**config.mk**
```make
export PLATFORM = sky130hd
export DESIGN_NAME = commit_top
export DESIGN_NICKNAME = d
export VERILOG_FILES = /design/src/rtl/commit_pkg.sv /design/src/rtl/reorder_buffer.sv /design/src/rtl/commit_fsm.sv /design/src/rtl/branch_stats.sv /design/src/rtl/arch_regfile.sv /design/src/rtl/commit_top.sv
export VERILOG_INCLUDE_DIRS = /design/src /design/src/rtl
export SDC_FILE = /design/constraint.sdc
export NUM_CORES = 1
export LEC_CHECK = 0
export BUFFER_PORTS_ARGS = -buffer_cell sky130_fd_sc_hd__buf_2
export CAP_MARGIN = 25
export CELL_PAD_IN_SITES_DETAIL_PLACEMENT = 1
export CELL_PAD_IN_SITES_GLOBAL_PLACEMENT = 2
export CORE_MARGIN = 5
export CORE_UTILIZATION = 38
export DETAILED_ROUTE_END_ITERATION = 8
export GPL_ROUTABILITY_DRIVEN = 0
export PLACE_DENSITY = 0.79
export SYNTH_ARGS = -nofsm -noshare
export SYNTH_HDL_FRONTEND = slang
export SYNTH_HIERARCHICAL = 1
export SYNTH_SLANG_ARGS = --single-unit
```
**constraint.sdc**
```tcl
create_clock -name clk -period 4.9 [get_ports clk]
set_input_delay 0.49 -clock clk [delete_from_list [all_inputs] [get_ports clk]]
set_output_delay 0.49 -clock clk [all_outputs]
set_load 0.03 [all_outputs]
```
**src/rtl/commit_macros.svh**
```systemverilog
`ifndef COMMIT_MACROS_SVH
`define COMMIT_MACROS_SVH

// data word width.
`define WORD_W 16

// architectural registers R0..R7.
`define NUM_REGS 8

// reorder buffer slots, also the sender's starting credit count.
// must stay a power of two so the slot pointers wrap on their own.
`define ROB_DEPTH 8

// TRAP leaves its return value here.
`define TRAP_LINK_REG 7

`endif

```
**src/rtl/commit_pkg.sv**
```systemverilog
`include "commit_macros.svh"

package commit_pkg;

	typedef logic [`WORD_W-1:0] lc3b_word;               // data value or address.
	typedef logic [$clog2(`NUM_REGS)-1:0] lc3b_reg;      // register index, or nzp mask on BR.
	typedef logic [2:0] lc3b_nzp;                         // condition codes.
	typedef logic [$clog2(`ROB_DEPTH)-1:0] rob_idx_t;    // slot index, doubles as producer tag.

	// LC-3b opcode encodings for the subset that reaches commit.
	typedef enum logic [3:0]
	{
		op_br   = 4'b0000,
		op_add  = 4'b0001,
		op_jsr  = 4'b0100,
		op_and  = 4'b0101,
		op_str  = 4'b0111,
		op_not  = 4'b1001,
		op_trap = 4'b1111
	} lc3b_opcode;

	// one completed instruction waiting in the buffer.
	typedef struct packed
	{
		lc3b_opcode opcode;
		lc3b_reg dest;          // destination, or nzp mask for BR.
		lc3b_word value;        // result, branch target or store data.
		lc3b_word addr;         // store address.
		logic predict;          // predicted taken.
	} rob_entry_t;

	typedef enum logic [1:0]
	{
		st_retire,
		st_store_wait,
		st_flush
	} commit_state_t;

	// what the controller tells the rest of the commit stage about the head.
	typedef struct packed
	{
		rob_entry_t entry;      // dest already remapped for TRAP.
		rob_idx_t idx;
		logic reg_we;
		logic cc_we;
		lc3b_nzp cc;            // codes derived from the retiring value.
	} retire_t;

endpackage

```
**src/rtl/reorder_buffer.sv**
```systemverilog
`timescale 1ns/1ps
`include "commit_macros.svh"

module reorder_buffer
(
	input logic clk,
	input logic rst_n,
	input logic enq_valid,
	input commit_pkg::rob_entry_t enq_entry,
	output commit_pkg::rob_idx_t alloc_idx,
	output logic head_valid,
	output commit_pkg::rob_entry_t head_entry,
	output commit_pkg::rob_idx_t head_idx,
	input logic retire,
	input logic flush,
	output logic credit_return
);

	localparam int CNT_W = $clog2(`ROB_DEPTH) + 1;

	commit_pkg::rob_entry_t slots [`ROB_DEPTH];
	commit_pkg::rob_idx_t head_ptr;
	commit_pkg::rob_idx_t tail_ptr;
	logic [CNT_W-1:0] count;
	logic full;
	logic do_retire;

	assign full = (count == CNT_W'(`ROB_DEPTH));
	assign head_valid = (count != '0);
	assign head_entry = slots[head_ptr];
	assign head_idx = head_ptr;
	assign alloc_idx = tail_ptr;                  // slot the next entry lands in.
	assign do_retire = retire && head_valid;
	assign credit_return = do_retire;             // one credit per retired entry.

	always_ff @(posedge clk)
	begin
		if (enq_valid)
		begin
			slots[tail_ptr] <= enq_entry;
		end
	end

	always_ff @(posedge clk)
	begin
		if (!rst_n)
		begin
			head_ptr <= '0;
			tail_ptr <= '0;
			count <= '0;
		end
		else if (flush)
		begin
			// whole window is dropped, sender gets every credit back.
			head_ptr <= '0;
			tail_ptr <= '0;
			count <= '0;
		end
		else
		begin
			if (enq_valid)
			begin
				tail_ptr <= tail_ptr + 1'b1;      // wraps at depth.
			end
			if (do_retire)
			begin
				head_ptr <= head_ptr + 1'b1;
			end
			count <= count + CNT_W'(enq_valid) - CNT_W'(do_retire);
		end
	end

	// sender must hold a credit, so a full buffer never sees an enqueue.
	a_no_enq_when_full: assert property (@(posedge clk) disable iff (!rst_n)
		!(enq_valid && full))
		else $error("enqueue while reorder buffer is full");

	// the controller only retires a head that is really there.
	a_no_retire_when_empty: assert property (@(posedge clk) disable iff (!rst_n)
		!(retire && !head_valid))
		else $error("retire while reorder buffer is empty");

endmodule

```
**src/rtl/commit_fsm.sv**
```systemverilog
`timescale 1ns/1ps
`include "commit_macros.svh"

module commit_fsm
(
	input logic clk,
	input logic rst_n,
	input logic head_valid,
	input commit_pkg::rob_entry_t head_entry,
	input commit_pkg::rob_idx_t head_idx,
	input commit_pkg::lc3b_nzp committed_cc,
	input logic dmem_resp,
	output logic retire,
	output commit_pkg::retire_t retire_info,
	output logic dmem_write,
	output commit_pkg::lc3b_word dmem_addr,
	output commit_pkg::lc3b_word dmem_wdata,
	output logic pc_redirect,
	output commit_pkg::lc3b_word new_pc,
	output logic flush,
	output logic branch_taken
);

	commit_pkg::commit_state_t state;
	commit_pkg::commit_state_t state_next;
	commit_pkg::lc3b_nzp value_cc;
	logic mispredict;

	always_comb
	begin
		if (head_entry.value[`WORD_W-1])
			value_cc = 3'b100;                        // negative.
		else if (head_entry.value == '0)
			value_cc = 3'b010;                        // zero.
		else
			value_cc = 3'b001;                        // positive.
	end

	assign branch_taken = |(head_entry.dest & committed_cc);
	assign mispredict = (branch_taken != head_entry.predict);

	// store outputs come straight from the head, which cannot move while waiting.
	assign dmem_write = (state == commit_pkg::st_store_wait);
	assign dmem_addr = head_entry.addr;
	assign dmem_wdata = head_entry.value;
	assign new_pc = head_entry.value;             // branch or trap target.

	always_comb
	begin
		state_next = state;
		retire = 1'b0;
		flush = 1'b0;
		pc_redirect = 1'b0;
		retire_info.entry = head_entry;
		retire_info.idx = head_idx;
		retire_info.reg_we = 1'b0;
		retire_info.cc_we = 1'b0;
		retire_info.cc = value_cc;
		case (state)
			commit_pkg::st_retire:
			begin
				if (head_valid)
				begin
					case (head_entry.opcode)
						commit_pkg::op_add, commit_pkg::op_and, commit_pkg::op_not:
						begin
							retire = 1'b1;
							retire_info.reg_we = 1'b1;
							retire_info.cc_we = 1'b1;
						end
						commit_pkg::op_jsr:
						begin
							retire = 1'b1;
							retire_info.reg_we = 1'b1;    // link value, codes untouched.
						end
						commit_pkg::op_trap:
						begin
							retire = 1'b1;
							retire_info.reg_we = 1'b1;
							retire_info.entry.dest = commit_pkg::lc3b_reg'(`TRAP_LINK_REG);
							flush = 1'b1;
							pc_redirect = 1'b1;
							state_next = commit_pkg::st_flush;
						end
						commit_pkg::op_br:
						begin
							retire = 1'b1;
							if (mispredict)
							begin
								flush = 1'b1;
								pc_redirect = 1'b1;
								state_next = commit_pkg::st_flush;
							end
						end
						commit_pkg::op_str:
						begin
							state_next = commit_pkg::st_store_wait;
						end
						default:
						begin
							retire = 1'b1;                // unknown opcode retires silently.
						end
					endcase
				end
			end
			commit_pkg::st_store_wait:
			begin
				if (dmem_resp)
				begin
					retire = 1'b1;
					state_next = commit_pkg::st_retire;
				end
			end
			commit_pkg::st_flush:
			begin
				state_next = commit_pkg::st_retire;   // bubble while fetch restarts.
			end
			default:
			begin
				state_next = commit_pkg::st_retire;
			end
		endcase
	end

	always_ff @(posedge clk)
	begin
		if (!rst_n)
			state <= commit_pkg::st_retire;
		else
			state <= state_next;
	end

	// store request stays up and steady until memory answers.
	a_store_held: assert property (@(posedge clk) disable iff (!rst_n)
		dmem_write && !dmem_resp |=> dmem_write && $stable(dmem_addr) && $stable(dmem_wdata))
		else $error("store request dropped before dmem_resp");

endmodule

```
**src/rtl/branch_stats.sv**
```systemverilog
`timescale 1ns/1ps

module branch_stats
(
	input logic clk,
	input logic rst_n,
	input logic retire,
	input commit_pkg::retire_t retire_info,
	input logic branch_taken,
	output commit_pkg::lc3b_word branch_count,
	output commit_pkg::lc3b_word mispredict_count
);

	logic is_branch;
	logic wrong_guess;

	assign is_branch = retire && (retire_info.entry.opcode == commit_pkg::op_br);
	assign wrong_guess = (branch_taken != retire_info.entry.predict);

	// counters run for the whole simulation, reset only.
	always_ff @(posedge clk)
	begin
		if (!rst_n)
		begin
			branch_count <= '0;
			mispredict_count <= '0;
		end
		else if (is_branch)
		begin
			branch_count <= branch_count + 1'b1;
			if (wrong_guess)
			begin
				mispredict_count <= mispredict_count + 1'b1;
			end
		end
	end

endmodule

```
**src/rtl/arch_regfile.sv**
```systemverilog
`timescale 1ns/1ps
`include "commit_macros.svh"

module arch_regfile
(
	input logic clk,
	input logic rst_n,
	input logic enq_valid,
	input commit_pkg::rob_entry_t enq_entry,
	input commit_pkg::rob_idx_t alloc_idx,
	input logic retire,
	input commit_pkg::retire_t retire_info,
	input logic flush,
	input commit_pkg::lc3b_reg rd_addr,
	output commit_pkg::lc3b_word rd_data,
	output logic rd_busy,
	output commit_pkg::lc3b_nzp committed_cc
);

	commit_pkg::lc3b_word regs [`NUM_REGS];
	commit_pkg::rob_idx_t tags [`NUM_REGS];       // newest producer per register.
	logic [`NUM_REGS-1:0] busy;
	commit_pkg::lc3b_nzp cc_q;
	commit_pkg::lc3b_reg enq_dest;
	commit_pkg::lc3b_reg ret_dest;
	logic enq_writes;
	logic ret_newest;

	always_comb
	begin
		enq_dest = enq_entry.dest;
		enq_writes = 1'b0;
		case (enq_entry.opcode)
			commit_pkg::op_add, commit_pkg::op_and, commit_pkg::op_not, commit_pkg::op_jsr:
				enq_writes = 1'b1;
			commit_pkg::op_trap:
			begin
				enq_writes = 1'b1;
				enq_dest = commit_pkg::lc3b_reg'(`TRAP_LINK_REG);
			end
			default: enq_writes = 1'b0;
		endcase
	end

	assign ret_dest = retire_info.entry.dest;
	assign ret_newest = (tags[ret_dest] == retire_info.idx);

	always_ff @(posedge clk)
	begin
		if (retire && retire_info.reg_we)
			regs[ret_dest] <= retire_info.entry.value;
		if (enq_valid && enq_writes)
			tags[enq_dest] <= alloc_idx;
	end

	always_ff @(posedge clk)
	begin
		if (!rst_n)
			busy <= '0;
		else if (flush)
			busy <= '0;                               // nothing younger survives.
		else
		begin
			if (retire && retire_info.reg_we && ret_newest)
				busy[ret_dest] <= 1'b0;
			// a new producer overrides a clear on the same register.
			if (enq_valid && enq_writes)
				busy[enq_dest] <= 1'b1;
		end
	end

	always_ff @(posedge clk)
	begin
		if (!rst_n)
			cc_q <= 3'b010;
		else if (retire && retire_info.cc_we)
			cc_q <= retire_info.cc;
	end

	assign committed_cc = cc_q;
	assign rd_data = regs[rd_addr];
	assign rd_busy = busy[rd_addr];

endmodule

```
**src/rtl/commit_top.sv**
```systemverilog
`timescale 1ns/1ps

module commit_top
(
	input logic clk,
	input logic rst_n,
	input logic enq_valid,
	input commit_pkg::rob_entry_t enq_entry,
	output logic credit_return,
	output logic dmem_write,
	output commit_pkg::lc3b_word dmem_addr,
	output commit_pkg::lc3b_word dmem_wdata,
	input logic dmem_resp,
	output logic pc_redirect,
	output commit_pkg::lc3b_word new_pc,
	output logic flush,
	input commit_pkg::lc3b_reg rd_addr,
	output commit_pkg::lc3b_word rd_data,
	output logic rd_busy,
	output commit_pkg::lc3b_nzp committed_cc,
	output commit_pkg::lc3b_word branch_count,
	output commit_pkg::lc3b_word mispredict_count
);

	commit_pkg::rob_idx_t alloc_idx;
	commit_pkg::rob_idx_t head_idx;
	commit_pkg::rob_entry_t head_entry;
	commit_pkg::retire_t retire_info;
	logic head_valid;
	logic retire;
	logic branch_taken;

	reorder_buffer reorder_buffer_inst
	(
		.clk(clk),
		.rst_n(rst_n),
		.enq_valid(enq_valid),
		.enq_entry(enq_entry),
		.alloc_idx(alloc_idx),
		.head_valid(head_valid),
		.head_entry(head_entry),
		.head_idx(head_idx),
		.retire(retire),
		.flush(flush),
		.credit_return(credit_return)
	);

	commit_fsm commit_fsm_inst
	(
		.clk(clk),
		.rst_n(rst_n),
		.head_valid(head_valid),
		.head_entry(head_entry),
		.head_idx(head_idx),
		.committed_cc(committed_cc),
		.dmem_resp(dmem_resp),
		.retire(retire),
		.retire_info(retire_info),
		.dmem_write(dmem_write),
		.dmem_addr(dmem_addr),
		.dmem_wdata(dmem_wdata),
		.pc_redirect(pc_redirect),
		.new_pc(new_pc),
		.flush(flush),
		.branch_taken(branch_taken)
	);

	arch_regfile arch_regfile_inst
	(
		.clk(clk),
		.rst_n(rst_n),
		.enq_valid(enq_valid),
		.enq_entry(enq_entry),
		.alloc_idx(alloc_idx),
		.retire(retire),
		.retire_info(retire_info),
		.flush(flush),
		.rd_addr(rd_addr),
		.rd_data(rd_data),
		.rd_busy(rd_busy),
		.committed_cc(committed_cc)
	);

	branch_stats branch_stats_inst
	(
		.clk(clk),
		.rst_n(rst_n),
		.retire(retire),
		.retire_info(retire_info),
		.branch_taken(branch_taken),
		.branch_count(branch_count),
		.mispredict_count(mispredict_count)
	);

endmodule

```
== Word-level counts from Yosys, hierarchy flattened ==
Memory sizes are Yosys's and may differ from the RTL's. A register that Yosys moved wholly into a read port is not among the register bits.
Index checks and enable logic that the tools add are counted.
W data, S select, Z words.
Word-level totals
  memory bits (writable): 472
  word-level logic and storage cells: 106
  flip-flop bits (word level): 55
  memories kept: 3
  bits of input ports: 47
  output and inout port bits: 104
Memory list
  reorder_buffer_inst.slots: words 8, width 40, read ports 1, clocked after Yosys merged registers in 1, write ports 1, RTL line reorder_buffer.sv:21  | commit_pkg::rob_entry_t slots [`ROB_DEPTH];
  arch_regfile_inst.regs: words 8, width 16, read ports 1, clocked after Yosys merged registers in 0, write ports 1, RTL line arch_regfile.sv:20  | commit_pkg::lc3b_word regs [`NUM_REGS];
  arch_regfile_inst.tags: words 8, width 3, read ports 1, clocked after Yosys merged registers in 0, write ports 1, RTL line arch_regfile.sv:21  | commit_pkg::rob_idx_t tags [`NUM_REGS];
Cells by class
  $lt $le $gt $ge: 5
  eq/ne operators: 18
  mux-type cells: 42
  $add $sub $neg: 6
  reductions and logical operators: 19
  bitwise logic cells: 5
Operator list (count)
  $add A16 B1 Y16 const B: 2
  $mux W8: 4
  $mux W3: 7
  $eq A4 B3 Y1 const B: 5
  $mux W1: 18
  $eq A4 B4 Y1 const B: 4
  $logic_not A16 Y1: 1
  $lt A3 B4 Y1 const B: 3
  $mux W2: 6
  $reduce_or A5 Y1: 2
  $and A8 B8 Y8: 1
  $eq A4 B1 Y1 const B: 2
  $logic_and A1 B1 Y1: 8
  $not A8 Y8: 1
  $or A8 B8 Y8: 1
  $add A3 B1 Y3 const B: 2
  $demux W1 S3: 2
  $ge A3 B1 Y1 const B: 2
  $pmux W2 S3: 1
  $reduce_or A3 Y1: 2
  $add A4 B1 Y4: 1
  $logic_not A4 Y1: 1
  $ne A4 B3 Y1 const B: 1
  $pmux W1 S2: 2
  other kinds (16): 16

== Depth between registers and ports, before layout ==
  depth after elaboration: 15
  gate-level depth with buffers: 14
  gate-level depth less buffers: 13

== By module ==
The synthesis kept the hierarchy.
By module, submodules not included
  reorder_buffer: times used 1, area each 12961.2 sq um, cells an instance 540, sequential area each 9869.5 sq um
  arch_regfile: times used 1, area each 6495.0 sq um, cells an instance 317, sequential area each 4784.6 sq um
  branch_stats: times used 1, area each 1535.2 sq um, cells an instance 176, sequential area each 640.6 sq um
  commit_fsm: times used 1, area each 972.2 sq um, cells an instance 128, sequential area each 40.0 sq um

== Worst setup path before layout ==
Ideal clock, no wire load.
  path kind: register to register
  start point: register with a tool-made name
  end point: register arch_regfile_inst.busy[0]
  path buffers: 4
  stages on the path, launching flop included: 14
  data required time: 4.776 ns
  clock period less this slack: 4.040 ns
  setup slack: 0.860 ns
  arrival time: 3.916 ns
  library setup time: 0.124 ns
  path through: dfxtp_1 buf_6 buf_6 mux4_1 mux2_2 and4_1 nand2_1 nand2b_1 buf_6 buf_12 nand3b_1 nor3_1 nor4b_1 o2bb2ai_1
RTL lines
  end signal: assignment: RTL line arch_regfile.sv:59  | busy <= '0;
  end signal: assignment: RTL line arch_regfile.sv:61  | busy <= '0;
  end signal: indexed assignment: RTL line arch_regfile.sv:65  | busy[ret_dest] <= 1'b0;
  end: declaration: RTL line arch_regfile.sv:22  | logic [`NUM_REGS-1:0] busy;

==> impl_metrics.tcl <==
set metrics [dict create \
    status "finished clean" \
    insertion_delay_ns 0.61 \
    clkSlewWorstSetupHoldPaths_ns 0.06 \
    fillers 5390 \
    dp.final_hpwl_um 30400 \
    drt-wirelength-per-cell_um 23.5 \
    finalNetCount 1313 \
    placed_cells 1955 \
    track_usage_pct 15.1 \
    setup_tns_ns 0 \
    start_kind "register" \
    grt_max_degree 36 \
    crit_fanout 25 \
    drt_pre_antenna_iters 4 \
    hold_slack_ns 0.163 \
    hold_path.class "input port to register" \
    avgSynthCellArea_um2 19.1 \
    hold_violations 0 \
    rsz0062_at_grt "no" \
    slew_headroom_pct 33.0 \
    grt_antenna_before_repair 11 \
    antenna_left 0 \
    io_buffers 150 \
    critPathKind "register to output port" \
    slowest_stage "mux4_1" \
    cts_hold_buf 0 \
    drt-initial-drc-count 523 \
    drive_above_1_share_pct 28.9 \
    vias 10900 \
    place_area_um2 23000 \
    multi_input_area_um2 5620 \
    root_buffer "clkbuf_16" \
    grt_pass1_vias 11500 \
    p_leak_nw 8.22 \
    setup_viol 0 \
    cts_resized 0 \
    skew_ns 0.0291 \
    grt_pass1_wl_um 73400 \
    crit_required_ns 4.41 \
    clock.fmax_ghz 0.241 \
    cp.arrival_ns 3.66 \
    rows 87 \
    total_power_mw 12.1 \
    cts_setup_buffers 0 \
    die_h_um 250 \
    finalCritPeriodShare_pct 84.7 \
    numCtsBuffers 54 \
    cts.sinks 530 \
    tritoncts "yes" \
    seqCellArea_um2 15300 \
    max_stage_delay_ns 0.62 \
    syn-num-nets 1201 \
    path_cells "buf_4 > mux4_1 > mux2_2 > a222oi_1 > nand3_1 > nand3_1 > buf_2" \
    syn_area_um2 21800 \
    area_delta_synth_final_pct 13.5 \
    totalWireLength_um 48400 \
    final-instance-count-excl-fill 2061 \
    maxCapViolCount 0 \
    htree_levels 2 \
    pre_cts_ws_ns 0.750 \
    drc_errors 0 \
    powerDensity_nw_per_um2 486 \
    start_util_pct 38.5 \
    cts_buffer_depth 3 \
    crit_top_cell "nand3_1" \
    vdd_drop_max_uv 344 \
    die_w_um 250 \
    overflow 0 \
    worst_pin_slew_ns 1.00 \
    end_kind "output port" \
    boundaryPins 151 \
    final_core_util_pct 43.7 \
    setup_ws_ns 0.749 \
    postLayoutCellArea_um2 24800 \
    syn-instance-count 1145 \
    yosys_warnings 6 \
    dieArea_um2 62400 \
    drv_slew 0 \
    via_per_inst 5.28 \
    period_needed_ns 4.15 \
    coreArea_um2 56700 \
]
-- metal layers --
metal | global-route usage (%) | wire length, um | up-vias
li1 | - | - | 4850
met4 | 3.72 | 986 | 14
met3 | 3.10 | 1970 | 74
met5 | 0 | 102 | -
met1 | 19.6 | 20700 | 5756
met2 | 26.4 | 24600 | 185
-- cell usage in the layout (no fill, tap or decap), types with 9 or more instances in the layout --
master,instances
buf_4,27
or3_1,11
edfxtp_1,472
mux4_1,80
mux2_2,57
buf_2,151
nand2_1,26
o31ai_1,9
clkinv_2,12
clkbuf_16,55
nand2b_1,10
dfxtp_1,55
mux4_2,37
nand3_1,19
clkinv_1,17
nor2_1,32
o21ai_0,12
xnor2_1,10
inv_1,20
a21oi_1,25
mux2i_1,16
-- report_power, final --
part	internal [mW]	leakage, nW	switching [mW]	total (mW)
sequential	5.31	4.74	0.120	5.43
clock	2.37	0.868	1.71	4.08
combinational	0.922	2.62	1.63	2.55
-- worst max-delay path: cells and delay by family, from the launching register on --
family | cells | cell delay, ns
compound gates | 1 | 0.44
buf+inv | 2 | 0.74
flops | 1 | 0.59
mux | 2 | 0.92
simple gates | 2 | 0.37
-- sequential cells by signal (all words and copies together), names as in the netlist, 4 cells and up, named ones only --
register	count
branch_stats_inst/branch_count	16
branch_stats_inst/mispredict_count	16
arch_regfile_inst/tags	24
arch_regfile_inst/busy	8
reorder_buffer_inst/count	4
reorder_buffer_inst/slots	320
arch_regfile_inst/regs	128
-- worst paths after layout --
kind,slack (ns),cells after the start,to,from
setup / recovery,0.75,7,flush,register
hold / removal,0.16,1,reorder_buffer_inst/slots[4][22],enq_entry[22]
setup reg to reg,0.76,10,arch_regfile_inst/busy[3],register
hold reg to reg,0.46,2,arch_regfile_inst/busy[4],arch_regfile_inst/busy[4]
-- layout make-up --
type	count	area share, %
well taps	756	3.81
clock inverters	42	1.53
multi-input cells	470	22.7
flip-flops and latches	530	61.9
diodes	2	0.0202
inverters	20	0.303
repair buffers	181	4.17
clock buffers	60	5.63
Power figures use the tool's default switching activity.
